[src/verilog/mul16_pkg.sv]
package mul16_pkg;

  // Operand and product widths
  localparam int OPERAND_W = 16;
  localparam int HALF_W    = 8;
  localparam int PRODUCT_W = 32;

  // Quadrant multipliers, named by which halves of a and b they take
  localparam int QUADRANTS = 4;
  localparam int QUAD_LL   = 0;
  localparam int QUAD_HL   = 1;
  localparam int QUAD_LH   = 2;
  localparam int QUAD_HH   = 3;

  // Two-level lookahead adder geometry
  localparam int CLA_GROUP_W = 4;
  localparam int CLA_GROUPS  = 8;

  typedef logic [OPERAND_W-1:0]   operand_t;
  typedef logic [HALF_W-1:0]      half_t;
  typedef logic [2*HALF_W-1:0]    quad_prod_t;
  typedef logic [PRODUCT_W-1:0]   product_t;

  // One quadrant job, splitter to multiplier
  typedef struct packed {
    half_t a;
    half_t b;
    logic  valid;
  } quad_operands_t;

  // One quadrant result, multiplier to assembler
  typedef struct packed {
    logic       valid;
    quad_prod_t prod;
  } quad_result_t;

endpackage
[src/verilog/mul16_top.sv]
module mul16_top (
  input  logic                clk,
  input  logic                reset,
  input  logic                in_valid,
  output logic                in_ready,
  input  mul16_pkg::operand_t a,
  input  mul16_pkg::operand_t b,
  output logic                out_valid,
  input  logic                out_ready,
  output mul16_pkg::product_t product
);

  import mul16_pkg::*;

  // Pipeline-wide load enable, from the output stage
  logic           advance;

  quad_operands_t quad_ops     [QUADRANTS];
  quad_result_t   quad_results [QUADRANTS];

  operand_splitter i_operand_splitter (
    .clk      (clk),
    .reset    (reset),
    .in_valid (in_valid),
    .advance  (advance),
    .a        (a),
    .b        (b),
    .quad_ops (quad_ops)
  );

  // Same exact array for all four quadrants
  for (genvar i = 0; i < QUADRANTS; i++) begin : g_quadrant
    array_mult8 i_array_mult8 (
      .clk     (clk),
      .reset   (reset),
      .advance (advance),
      .ops     (quad_ops[i]),
      .result  (quad_results[i])
    );
  end

  product_assembler i_product_assembler (
    .clk       (clk),
    .reset     (reset),
    .results   (quad_results),
    .out_ready (out_ready),
    .advance   (advance),
    .out_valid (out_valid),
    .product   (product)
  );

  // Input side can take a pair whenever the pipeline moves
  assign in_ready = advance;

endmodule

[src/verilog/product_assembler.sv]
module product_assembler (
  input  logic                    clk,
  input  logic                    reset,
  input  mul16_pkg::quad_result_t results [mul16_pkg::QUADRANTS],
  input  logic                    out_ready,
  output logic                    advance,
  output logic                    out_valid,
  output mul16_pkg::product_t     product
);

  import mul16_pkg::*;

  product_t hh_ll;
  product_t lh_shifted;
  product_t hl_shifted;
  product_t partial_sum;
  product_t full_sum;

  // HH and LL do not overlap, so they just sit side by side
  assign hh_ll = {results[QUAD_HH].prod, results[QUAD_LL].prod};

  // Cross terms land one half up
  assign lh_shifted = {{HALF_W{1'b0}}, results[QUAD_LH].prod, {HALF_W{1'b0}}};
  assign hl_shifted = {{HALF_W{1'b0}}, results[QUAD_HL].prod, {HALF_W{1'b0}}};

  cla_adder32 i_cla_adder32_lh (
    .x   (hh_ll),
    .y   (lh_shifted),
    .sum (partial_sum)
  );

  cla_adder32 i_cla_adder32_hl (
    .x   (partial_sum),
    .y   (hl_shifted),
    .sum (full_sum)
  );

  // Whole pipeline moves when the output slot is free or draining
  assign advance = !out_valid || out_ready;

  // All quadrant valid bits move in lockstep, LL stands for them
  always_ff @(posedge clk) begin
    if (reset) begin
      out_valid <= 1'b0;
    end else if (advance) begin
      out_valid <= results[QUAD_LL].valid;
    end
  end

  always_ff @(posedge clk) begin
    if (advance) begin
      product <= full_sum;
    end
  end

endmodule

[src/verilog/operand_splitter.sv]
module operand_splitter (
  input  logic                      clk,
  input  logic                      reset,
  input  logic                      in_valid,
  input  logic                      advance,
  input  mul16_pkg::operand_t       a,
  input  mul16_pkg::operand_t       b,
  output mul16_pkg::quad_operands_t quad_ops [mul16_pkg::QUADRANTS]
);

  import mul16_pkg::*;

  operand_t a_q;
  operand_t b_q;
  logic     valid_q;
  half_t    a_lo;
  half_t    a_hi;
  half_t    b_lo;
  half_t    b_hi;

  always_ff @(posedge clk) begin
    if (reset) begin
      valid_q <= 1'b0;
    end else if (advance) begin
      valid_q <= in_valid;
    end
  end

  always_ff @(posedge clk) begin
    if (advance) begin
      a_q <= a;
      b_q <= b;
    end
  end

  assign a_lo = a_q[HALF_W-1:0];
  assign a_hi = a_q[OPERAND_W-1:HALF_W];
  assign b_lo = b_q[HALF_W-1:0];
  assign b_hi = b_q[OPERAND_W-1:HALF_W];

  // First letter is the half of a, second the half of b
  assign quad_ops[QUAD_LL] = '{a: a_lo, b: b_lo, valid: valid_q};
  assign quad_ops[QUAD_HL] = '{a: a_hi, b: b_lo, valid: valid_q};
  assign quad_ops[QUAD_LH] = '{a: a_lo, b: b_hi, valid: valid_q};
  assign quad_ops[QUAD_HH] = '{a: a_hi, b: b_hi, valid: valid_q};

endmodule

[src/verilog/array_mult8.sv]
module array_mult8 (
  input  logic                      clk,
  input  logic                      reset,
  input  logic                      advance,
  input  mul16_pkg::quad_operands_t ops,
  output mul16_pkg::quad_result_t   result
);

  import mul16_pkg::*;

  // Partial product row i holds a & b[i]
  half_t             pp        [HALF_W];
  half_t             sum_row   [HALF_W];
  logic [HALF_W-2:0] carry_row [1:HALF_W-1];
  logic [HALF_W-1:0] ripple_carry;
  quad_prod_t        prod;
  quad_prod_t        prod_q;
  logic              valid_q;

  always_comb begin
    for (int i = 0; i < HALF_W; i++) begin
      pp[i] = ops.a & {HALF_W{ops.b[i]}};
    end

    sum_row[0] = pp[0];

    // Row 1 has no incoming carries, so half adders
    for (int j = 0; j < HALF_W - 1; j++) begin
      sum_row[1][j]   = sum_row[0][j+1] ^ pp[1][j];
      carry_row[1][j] = sum_row[0][j+1] & pp[1][j];
    end
    sum_row[1][HALF_W-1] = pp[1][HALF_W-1];

    // Carry-save rows of full adders, carries kept in place
    for (int i = 2; i < HALF_W; i++) begin
      for (int j = 0; j < HALF_W - 1; j++) begin
        sum_row[i][j]   = sum_row[i-1][j+1] ^ pp[i][j] ^ carry_row[i-1][j];
        carry_row[i][j] = (sum_row[i-1][j+1] & pp[i][j]) |
                          (carry_row[i-1][j] & (sum_row[i-1][j+1] ^ pp[i][j]));
      end
      sum_row[i][HALF_W-1] = pp[i][HALF_W-1];
    end
  end

  // Low byte drops out of the array one bit per row
  always_comb begin
    for (int i = 0; i < HALF_W; i++) begin
      prod[i] = sum_row[i][0];
    end

    // Ripple row merges the last sums and carries into the high byte
    ripple_carry[0] = 1'b0;
    for (int j = 0; j < HALF_W - 1; j++) begin
      prod[HALF_W+j]    = sum_row[HALF_W-1][j+1] ^ carry_row[HALF_W-1][j] ^ ripple_carry[j];
      ripple_carry[j+1] = (sum_row[HALF_W-1][j+1] & carry_row[HALF_W-1][j]) |
                          (ripple_carry[j] &
                           (sum_row[HALF_W-1][j+1] ^ carry_row[HALF_W-1][j]));
    end
    prod[2*HALF_W-1] = ripple_carry[HALF_W-1];
  end

  always_ff @(posedge clk) begin
    if (reset) begin
      valid_q <= 1'b0;
    end else if (advance) begin
      valid_q <= ops.valid;
    end
  end

  always_ff @(posedge clk) begin
    if (advance) begin
      prod_q <= prod;
    end
  end

  assign result.valid = valid_q;
  assign result.prod  = prod_q;

endmodule

[src/verilog/cla_adder32.sv]
module cla_adder32 (
  input  mul16_pkg::product_t x,
  input  mul16_pkg::product_t y,
  output mul16_pkg::product_t sum
);

  import mul16_pkg::*;

  product_t               p;
  // Top bit generate would only feed a carry-out
  logic [PRODUCT_W-2:0]   g;
  // Group 0 has no carry-in, so its propagate term drops out
  logic [CLA_GROUPS-2:1]  group_prop;
  logic [CLA_GROUPS-2:0]  group_gen;
  logic [CLA_GROUPS-1:0]  group_carry;

  assign p = x ^ y;
  assign g = x[PRODUCT_W-2:0] & y[PRODUCT_W-2:0];

  always_comb begin
    int base;
    for (int k = 0; k < CLA_GROUPS - 1; k++) begin
      base = k * CLA_GROUP_W;
      group_gen[k] = g[base+3] |
                     (p[base+3] & g[base+2]) |
                     (p[base+3] & p[base+2] & g[base+1]) |
                     (p[base+3] & p[base+2] & p[base+1] & g[base]);
    end
    for (int k = 1; k < CLA_GROUPS - 1; k++) begin
      base = k * CLA_GROUP_W;
      group_prop[k] = &p[base +: CLA_GROUP_W];
    end
  end

  // Second level, every group carry-in straight from group P and G
  always_comb begin
    logic term;
    group_carry = '0;
    for (int k = 1; k < CLA_GROUPS; k++) begin
      for (int m = 0; m < k; m++) begin
        term = group_gen[m];
        for (int n = m + 1; n < k; n++) begin
          term = term & group_prop[n];
        end
        group_carry[k] = group_carry[k] | term;
      end
    end
  end

  for (genvar k = 0; k < CLA_GROUPS; k++) begin : g_group
    localparam int BASE = k * CLA_GROUP_W;
    logic [CLA_GROUP_W-1:0] c;

    assign c[0] = group_carry[k];
    assign c[1] = g[BASE] | (p[BASE] & c[0]);
    assign c[2] = g[BASE+1] | (p[BASE+1] & g[BASE]) | (p[BASE+1] & p[BASE] & c[0]);
    assign c[3] = g[BASE+2] |
                  (p[BASE+2] & g[BASE+1]) |
                  (p[BASE+2] & p[BASE+1] & g[BASE]) |
                  (p[BASE+2] & p[BASE+1] & p[BASE] & c[0]);

    assign sum[BASE +: CLA_GROUP_W] = p[BASE +: CLA_GROUP_W] ^ c;
  end

endmodule

[config.mk]
export PLATFORM = sky130hd
export DESIGN_NAME = mul16_top
export DESIGN_NICKNAME = d
export VERILOG_FILES = /design/src/verilog/mul16_pkg.sv /design/src/verilog/mul16_top.sv /design/src/verilog/product_assembler.sv /design/src/verilog/operand_splitter.sv /design/src/verilog/array_mult8.sv /design/src/verilog/cla_adder32.sv
export SDC_FILE = /design/constraint.sdc
export NUM_CORES = 1
export LEC_CHECK = 0
export ABC_AREA = 1
export BUFFER_PORTS_ARGS = -buffer_cell sky130_fd_sc_hd__buf_2
export CAP_MARGIN = 10
export CORE_AREA = 2 2 147 149
export CTS_CLUSTER_SIZE = 16
export DETAILED_ROUTE_END_ITERATION = 10
export DIE_AREA = 0 0 149 151
export HOLD_SLACK_MARGIN = 0.15
export PLACE_DENSITY = 0.78
export SETUP_SLACK_MARGIN = 0.5
export SLEW_MARGIN = 15
export SYNTH_ARGS = -nofsm -noshare
export SYNTH_HDL_FRONTEND = slang
export SYNTH_SLANG_ARGS = --single-unit
[constraint.sdc]
create_clock -name clk -period 7.6 [get_ports clk]
set_input_delay 0.76 -clock clk [delete_from_list [all_inputs] [get_ports clk]]
set_output_delay 0.76 -clock clk [all_outputs]
set_load 0.02 [all_outputs]
## Word level (Yosys, flattened, before mapping)

Index checks and enable logic that the tools add are counted.

- Bits in registers: 131
- Latch bits: 0
- RAM bits: 0
- ROM bits: 0
- Input bits: 36
- Output and inout port bits: 34
- Word-level logic and storage cells: 1520
- Memories: 0

- Add/subtract/negate cells: 0
- Multiply operators: 0
- Divide/modulo/power cells: 0
- Order comparisons: 0
- Equality and inequality tests: 0
- Shift-type cells: 0
- Muxes and demuxes: 0
- Bitwise operators: 1496
- Reductions and logical operators: 14

Operator list:

| operator | number |
|---|---|
| 1-bit AND | 662 |
| 1-bit XOR | 416 |
| 1-bit bitwise OR | 366 |
| 8-bit AND | 32 |
| 32-bit by 24-bit XOR with 32-bit output | 2 |
| 4-bit XOR | 16 |
| 31-bit by 24-bit AND with 31-bit output | 2 |
| 4-bit AND reduction | 12 |
| 1-bit logical NOT | 1 |
| 1-bit logical OR | 1 |

## Depth between registers and ports, before layout

- Word-level depth: 40
- Depth in mapped cells: 24
- Mapped depth without buffers: 24

## By module

A second synthesis with hierarchy kept.

- Cells, all modules: 1460
- Area total of the unflattened synthesis: 14266.2 µm²

Modules (own cells, without submodules):

| module | times used | cells each | area an instance (µm²) |
|---|---|---|---|
| array_mult8 | 4 | 246 | 2331.0 |
| cla_adder32 at i_product_assembler.i_cla_adder32_hl | 1 | 190 | 1373.8 |
| cla_adder32 at i_product_assembler.i_cla_adder32_lh | 1 | 173 | 1285.0 |
| operand_splitter | 1 | 75 | 1276.2 |
| product_assembler | 1 | 38 | 1007.2 |

## Worst setup path after synthesis

OpenSTA, ideal clock, no wires.

- Path kind: flip-flop to flip-flop
- Start point: register i_operand_splitter.b_q[8]
- End point: register g_quadrant[2].i_array_mult8.prod_q[14] (data pin)
- Library setup time: 269 ps
- Arrival time: 6628 ps
- Path slack: 703 ps
- Stages on the path, launching flop included: 21
- Buffers on the path: 2
- Clock period less this slack: 6897 ps
- Cell sequence: edfxtp_1 -> clkbuf_1 -> clkbuf_1 -> nand2_1 -> inv_1 -> ha_1 -> inv_1 -> fa_1 -> inv_1 -> fa_1 -> fa_1 -> fa_1 -> fa_1 -> fa_1 -> ha_1 -> fa_1 -> fa_1 -> fa_1 -> fa_1 -> fa_1 -> fa_1

- Word-level cells in the longest chain between the ends: 27

Ends and longest elaborated chain:

| what | line | RTL |
|---|---|---|
| start, declared | operand_splitter.sv:14 | `operand_t b_q;` |
| start signal, assigned | operand_splitter.sv:32 | `b_q <= b;` |
| 8-bit AND * | array_mult8.sv:22 | `pp[i] = ops.a & {HALF_W{ops.b[i]}};` |
| 1-bit XOR | array_mult8.sv:29 | `sum_row[1][j] = sum_row[0][j+1] ^ pp[1][j];` |
| 1-bit XOR, on equally long branches | array_mult8.sv:39, array_mult8.sv:37 |  |
| 1-bit AND / 1-bit XOR (equally long branches) | array_mult8.sv:39, array_mult8.sv:37 |  |
| 1-bit bitwise OR (tied with other cells) | array_mult8.sv:38 | `carry_row[i][j] = (sum_row[i-1][j+1] & pp[i][j]) \|` |
| 1-bit AND / 1-bit XOR (equally long branches) | array_mult8.sv:39, array_mult8.sv:37 |  |
| 1-bit bitwise OR (tied with other cells) | array_mult8.sv:38 |  |
| 1-bit AND / 1-bit XOR (equally long branches) | array_mult8.sv:39, array_mult8.sv:37 |  |
| (+12 left out) | - |  |
| 1-bit AND | array_mult8.sv:56 | `(ripple_carry[j] &` |
| 1-bit bitwise OR | array_mult8.sv:55 | `ripple_carry[j+1] = (sum_row[HALF_W-1][j+1] & carry_row[HALF_W-1][j]) \|` |
| 1-bit AND | array_mult8.sv:56 |  |
| 1-bit bitwise OR | array_mult8.sv:55 |  |
| 1-bit AND | array_mult8.sv:56 |  |
| 1-bit bitwise OR | array_mult8.sv:55 |  |
| 1-bit XOR * | array_mult8.sv:54 | `prod[HALF_W+j] = sum_row[HALF_W-1][j+1] ^ carry_row[HALF_W-1][j] ^ ripple_carry[j];` |
| via g_quadrant[2].i_array_mult8.prod[14] | array_mult8.sv:16 | `quad_prod_t prod;` |
| end signal, assigned | array_mult8.sv:72 | `prod_q <= prod;` |
| end, declared | array_mult8.sv:17 | `quad_prod_t prod_q;` |

The timed path passes the listed nets; every way through them passes the cells marked *.
A chain may end at the register's enable or synchronous reset.

## Final worst setup path

- Start point: register i_operand_splitter.b_q[9]
- End point: register g_quadrant[3].i_array_mult8.prod_q[14] (data pin)

- Word-level cells in the longest chain between the ends: 27

Ends and longest elaborated chain:

| what | line |
|---|---|
| 8-bit AND * | array_mult8.sv:22 |
| 1-bit XOR | array_mult8.sv:29 |
| 1-bit XOR, on equally long branches | array_mult8.sv:39, array_mult8.sv:37 |
| 1-bit AND / 1-bit XOR (equally long branches) | array_mult8.sv:39, array_mult8.sv:37 |
| 1-bit bitwise OR (tied with other cells) | array_mult8.sv:38 |
| 1-bit AND / 1-bit XOR (equally long branches) | array_mult8.sv:39, array_mult8.sv:37 |
| 1-bit bitwise OR (tied with other cells) | array_mult8.sv:38 |
| 1-bit AND / 1-bit XOR (equally long branches) | array_mult8.sv:39, array_mult8.sv:37 |
| (+12 left out) | - |
| 1-bit AND | array_mult8.sv:56 |
| 1-bit bitwise OR | array_mult8.sv:55 |
| 1-bit AND | array_mult8.sv:56 |
| 1-bit bitwise OR | array_mult8.sv:55 |
| 1-bit AND | array_mult8.sv:56 |
| 1-bit bitwise OR | array_mult8.sv:55 |
| 1-bit XOR * | array_mult8.sv:54 |
| via g_quadrant[3].i_array_mult8.prod[14] | array_mult8.sv:16 |
| end signal, assigned | array_mult8.sv:72 |
| end, declared | array_mult8.sv:17 |

Marked as above.

==> key figures <==
Cells and area
  • Layout cells sized above 1: 0.127
  • Fin cells: 1615
  • Nets: 1631
  • Area delta synth->final: 10.6%
  • Ant diodes: 0
  • FILL cells: 1536

Clock tree
  • CTS Sinks: 131
  • CTS buffer count: 17
  • CTS tree: yes
  • CTS root buf: clkbuf_16
  • Worst-Skew Late Latency: 0.43 ns
  • Reg clk slew, reported paths: 0.06 ns
  • H-tree depth: 4
  • Clock tree buffer depth: 2

Timing
  • Slew Limit Headroom: 0.520
  • RSZ-0062 raised after global routing: true
  • Final TNS setup: 0 ns
  • Skew final: 0.0133 ns
  • Final min period: 6.93 ns
  • Setup WS post-layout: 0.674 ns
  • Tcrit/Tclk final: 0.911
  • Fin. max-slew vios: 0
  • Worst slew pin tran: 0.720 ns
  • FMAX: 144 MHz
  • Final hold violation count: 0
  • Setup Viol. Count Final: 0

Worst hold path
  • WHS Path Cells: 0
  • Min-delay worst type: reg2reg

Worst setup path
  • Path depth of the worst reg2reg path: 19
  • Kind of critical path: reg2reg
  • Critical Path RT: 7.77 ns
  • Most frequent cell on the critical path: fa_1
  • CP bufs+invs: 4
  • CP arrival: 7.09 ns
  • Slowest stage cell, crit path: fa_1
  • Reg2reg setup slack: 0.67 ns
  • CP peak stage delay: 0.55 ns
  • Critical path fanouts, max: 6
  • Critical path cell sequence: buf_4 > nand2_1 > inv_1 > ha_1 > inv_1 > fa_1 > fa_1 > inv_1 > fa_1 > fa_1 > fa_1 > fa_1 > ha_1 > fa_1 > fa_1 > fa_1 > fa_2 > fa_1 > fa_1
  • Crit. End Element: register
  • Critical path depth in cells: 19
  • Delay-heaviest family, CP: adder cells
  • Startpoint Class: register

Route
  • Vias post-DR: 8028
  • Post-route ant nets: 0
  • Wirelength per Cell: 14.4 um
  • Vias/cell: 4.97
  • DRC Markers: 0
  • Drt pass-1 iters: 5
  • DR iter-0 viols: 614
  • Final wirelength: 23200 um

Global route
  • Grt total ovfl: 0
  • Initial antenna violation count: 0
  • First-pass GRT wire length: 38800 um
  • Vias in the first global route: 8253
  • Largest net degree at the start of global routing: 59
  • Gr usage total: 0.226

Floorplan
  • Die area: 0.0225 mm^2
  • Die Ht: 151 um
  • Initial Util: 0.597
  • I/O pin cnt: 70
  • Core area: 0.0208 mm^2
  • Die W: 149 um
  • # rows: 53

Synth
  • Post-synth EDFFs: 128
  • Area leader, netlist: fa_1
  • Async SR Flop Fraction: 0
  • Syn_area_per_cell: 9.77 um^2
  • Top cell type's share of synthesized area: 0.322
  • Top_reg_cell synth: edfxtp_1
  • Synth area leaders: fa_1 32%, edfxtp_1 31%, inv_1 12%
  • Gate Count Post-Synth: 1272
  • Synth Cell Area: 0.0124 mm^2
  • Sequential area share after synthesis: 0.314
  • Unique masters post-synth: 35
  • Post-synth net total: 1576
  • Yosys reg bits: 131
  • YS warnings: 0

Power and ir drop
  • Internal Power: 3250 uW
  • Clk network pwr share: 0.146
  • Worst vdd ir: 0.257 mV
  • P_leak: 0.00752 uW
  • Comb power frac: 0.602
  • Power Total: 5760 uW
  • Pwr per Cell Area: 419 mW/mm^2
  • Switching power: 2510 uW
  • Switching share of power: 0.435
  • Register share of total power: 0.253

Placed design
  • Pre-CTS setup slack: 0.508 ns
  • DP HPWL: 17500 um
  • Placed insts: 1561
  • Port Buffer Count: 69
  • GPL Wtd Cong: 0.847

Run status
  • Outcome: completed

Run
  • Max-cap violations: 0
## cells in the mapped netlist (6+ instances only)
cell type,count
nand2_2,6
inv_1,382
xor2_1,11
edfxtp_1,128
nand4_1,8
nor2_1,13
a21oi_1,18
clkbuf_1,64
ha_1,68
fa_1,200
xnor2_1,16
nand3_1,14
nand2_1,301
## area by class of cell
class                   instances  area (um^2)  share of cell area
clock inverters                14          169              0.0123
well taps                     275          344              0.0250
inverters                     387         1460               0.106
repair buffers                100          603              0.0439
clock buffers                  18          429              0.0312
multi-input cells             690         6840               0.498
flip-flops and latches        131         3900               0.284
## timing repair
item / in CTS / in global routing
hold buffers: 0 / 0
setup endpoints to repair: 0 / 8
setup buffers: 0 / 22
resized for setup: 0 / 5
endpoints found under the hold margin: 0 / 0
## cells by family (layout without fill, tap and decap cells)
family,count (synthesis),in the layout,synth area share
compound gates,34,34,0.0171
xor+xnor,27,27,0.0190
fa+ha+maj,268,268,0.391
buf+inv,451,519,0.136
flops,131,131,0.314
simple gates,361,361,0.123
## path summary, 6_finish.rpt
| kind | end | startpoint |
|---|---|---|
| setup / recovery | g_quadrant[3].i_array_mult8.prod_q[14] | i_operand_splitter.b_q[9] |
| hold / removal | i_product_assembler.product[6] | g_quadrant[0].i_array_mult8.prod_q[6] |
| setup reg to reg | g_quadrant[3].i_array_mult8.prod_q[14] | i_operand_splitter.b_q[9] |
| hold reg to reg | i_product_assembler.product[6] | g_quadrant[0].i_array_mult8.prod_q[6] |
## registers in the layout, indices dropped and copies added, names as in the netlist
| name | count |
|---|---|
| i_operand_splitter.valid_q | 1 |
| g_quadrant.i_array_mult8.valid_q | 1 |
| i_product_assembler.product | 32 |
| i_operand_splitter.b_q | 16 |
| i_product_assembler.out_valid | 1 |
| i_operand_splitter.a_q | 16 |
| g_quadrant.i_array_mult8.prod_q | 64 |
## metal layers
layer	up-vias	GRT usage	share of wire
met2	244	0.393	0.51
met3	26	0.0358	0.055
li1	3777	-	-
met4	0	0.0729	0.017
met1	3981	0.293	0.42
met5	-	0	0
## worst register-to-register path, delay by kind of cell (launching register included)
family / cells / cell delay [ns]
AND/OR/NAND/NOR: 1 / 0.07
buffers and inverters: 4 / 0.34
flip-flops: 1 / 0.47
adder cells (fa/ha/maj): 14 / 5.79
## power groups by stage
stage	registers, uW	logic, uW	clock network, uW
2_1_floorplan	1510	2510	0
3_3_place_gp	1470	3300	0
3_5_place_dp	1480	3430	0
4_1_cts	1470	3470	856
5_1_grt	1480	3970	882
6_report	1460	3470	839
## placed cells by master, fill, tap and decap left out, types with 2 or more instances in the layout
master | Yosys | routed
edfxtp_1 | 128 | 128
nor2_4 | 2 | 2
inv_8 | 0 | 4
clkinv_4 | 0 | 3
o21ai_2 | 2 | 2
nand2_1 | 301 | 301
inv_6 | 0 | 3
and3_1 | 2 | 2
xor2_1 | 11 | 11
nand4_2 | 3 | 3
inv_2 | 5 | 5
a21oi_2 | 4 | 4
nand3_1 | 14 | 14
a211oi_1 | 2 | 2
dfxtp_1 | 3 | 3
fa_2 | 0 | 5
fa_1 | 200 | 195
bufinv_16 | 0 | 2
inv_1 | 382 | 381
nor2_1 | 13 | 13
a21oi_1 | 18 | 18
o21ai_0 | 3 | 3
clkbuf_16 | 0 | 17
xnor2_1 | 16 | 16
nor3_2 | 2 | 2
ha_1 | 68 | 68
nand4_1 | 8 | 8
buf_12 | 0 | 2
nor2_2 | 4 | 4
buf_4 | 0 | 29
nand2_2 | 6 | 6
buf_2 | 0 | 69
## per-stage QoR
stage               cell area, um^2  hold slack [ns]  utilization
global route                  13700            0.424        0.660
floorplan                     12400            0.400            -
finish                        13700            0.420        0.660
global placement              12900            0.403        0.622
detailed placement            12900            0.408        0.622
CTS                           13500            0.418        0.650
Note: power is estimated with default switching activity, not from simulation.
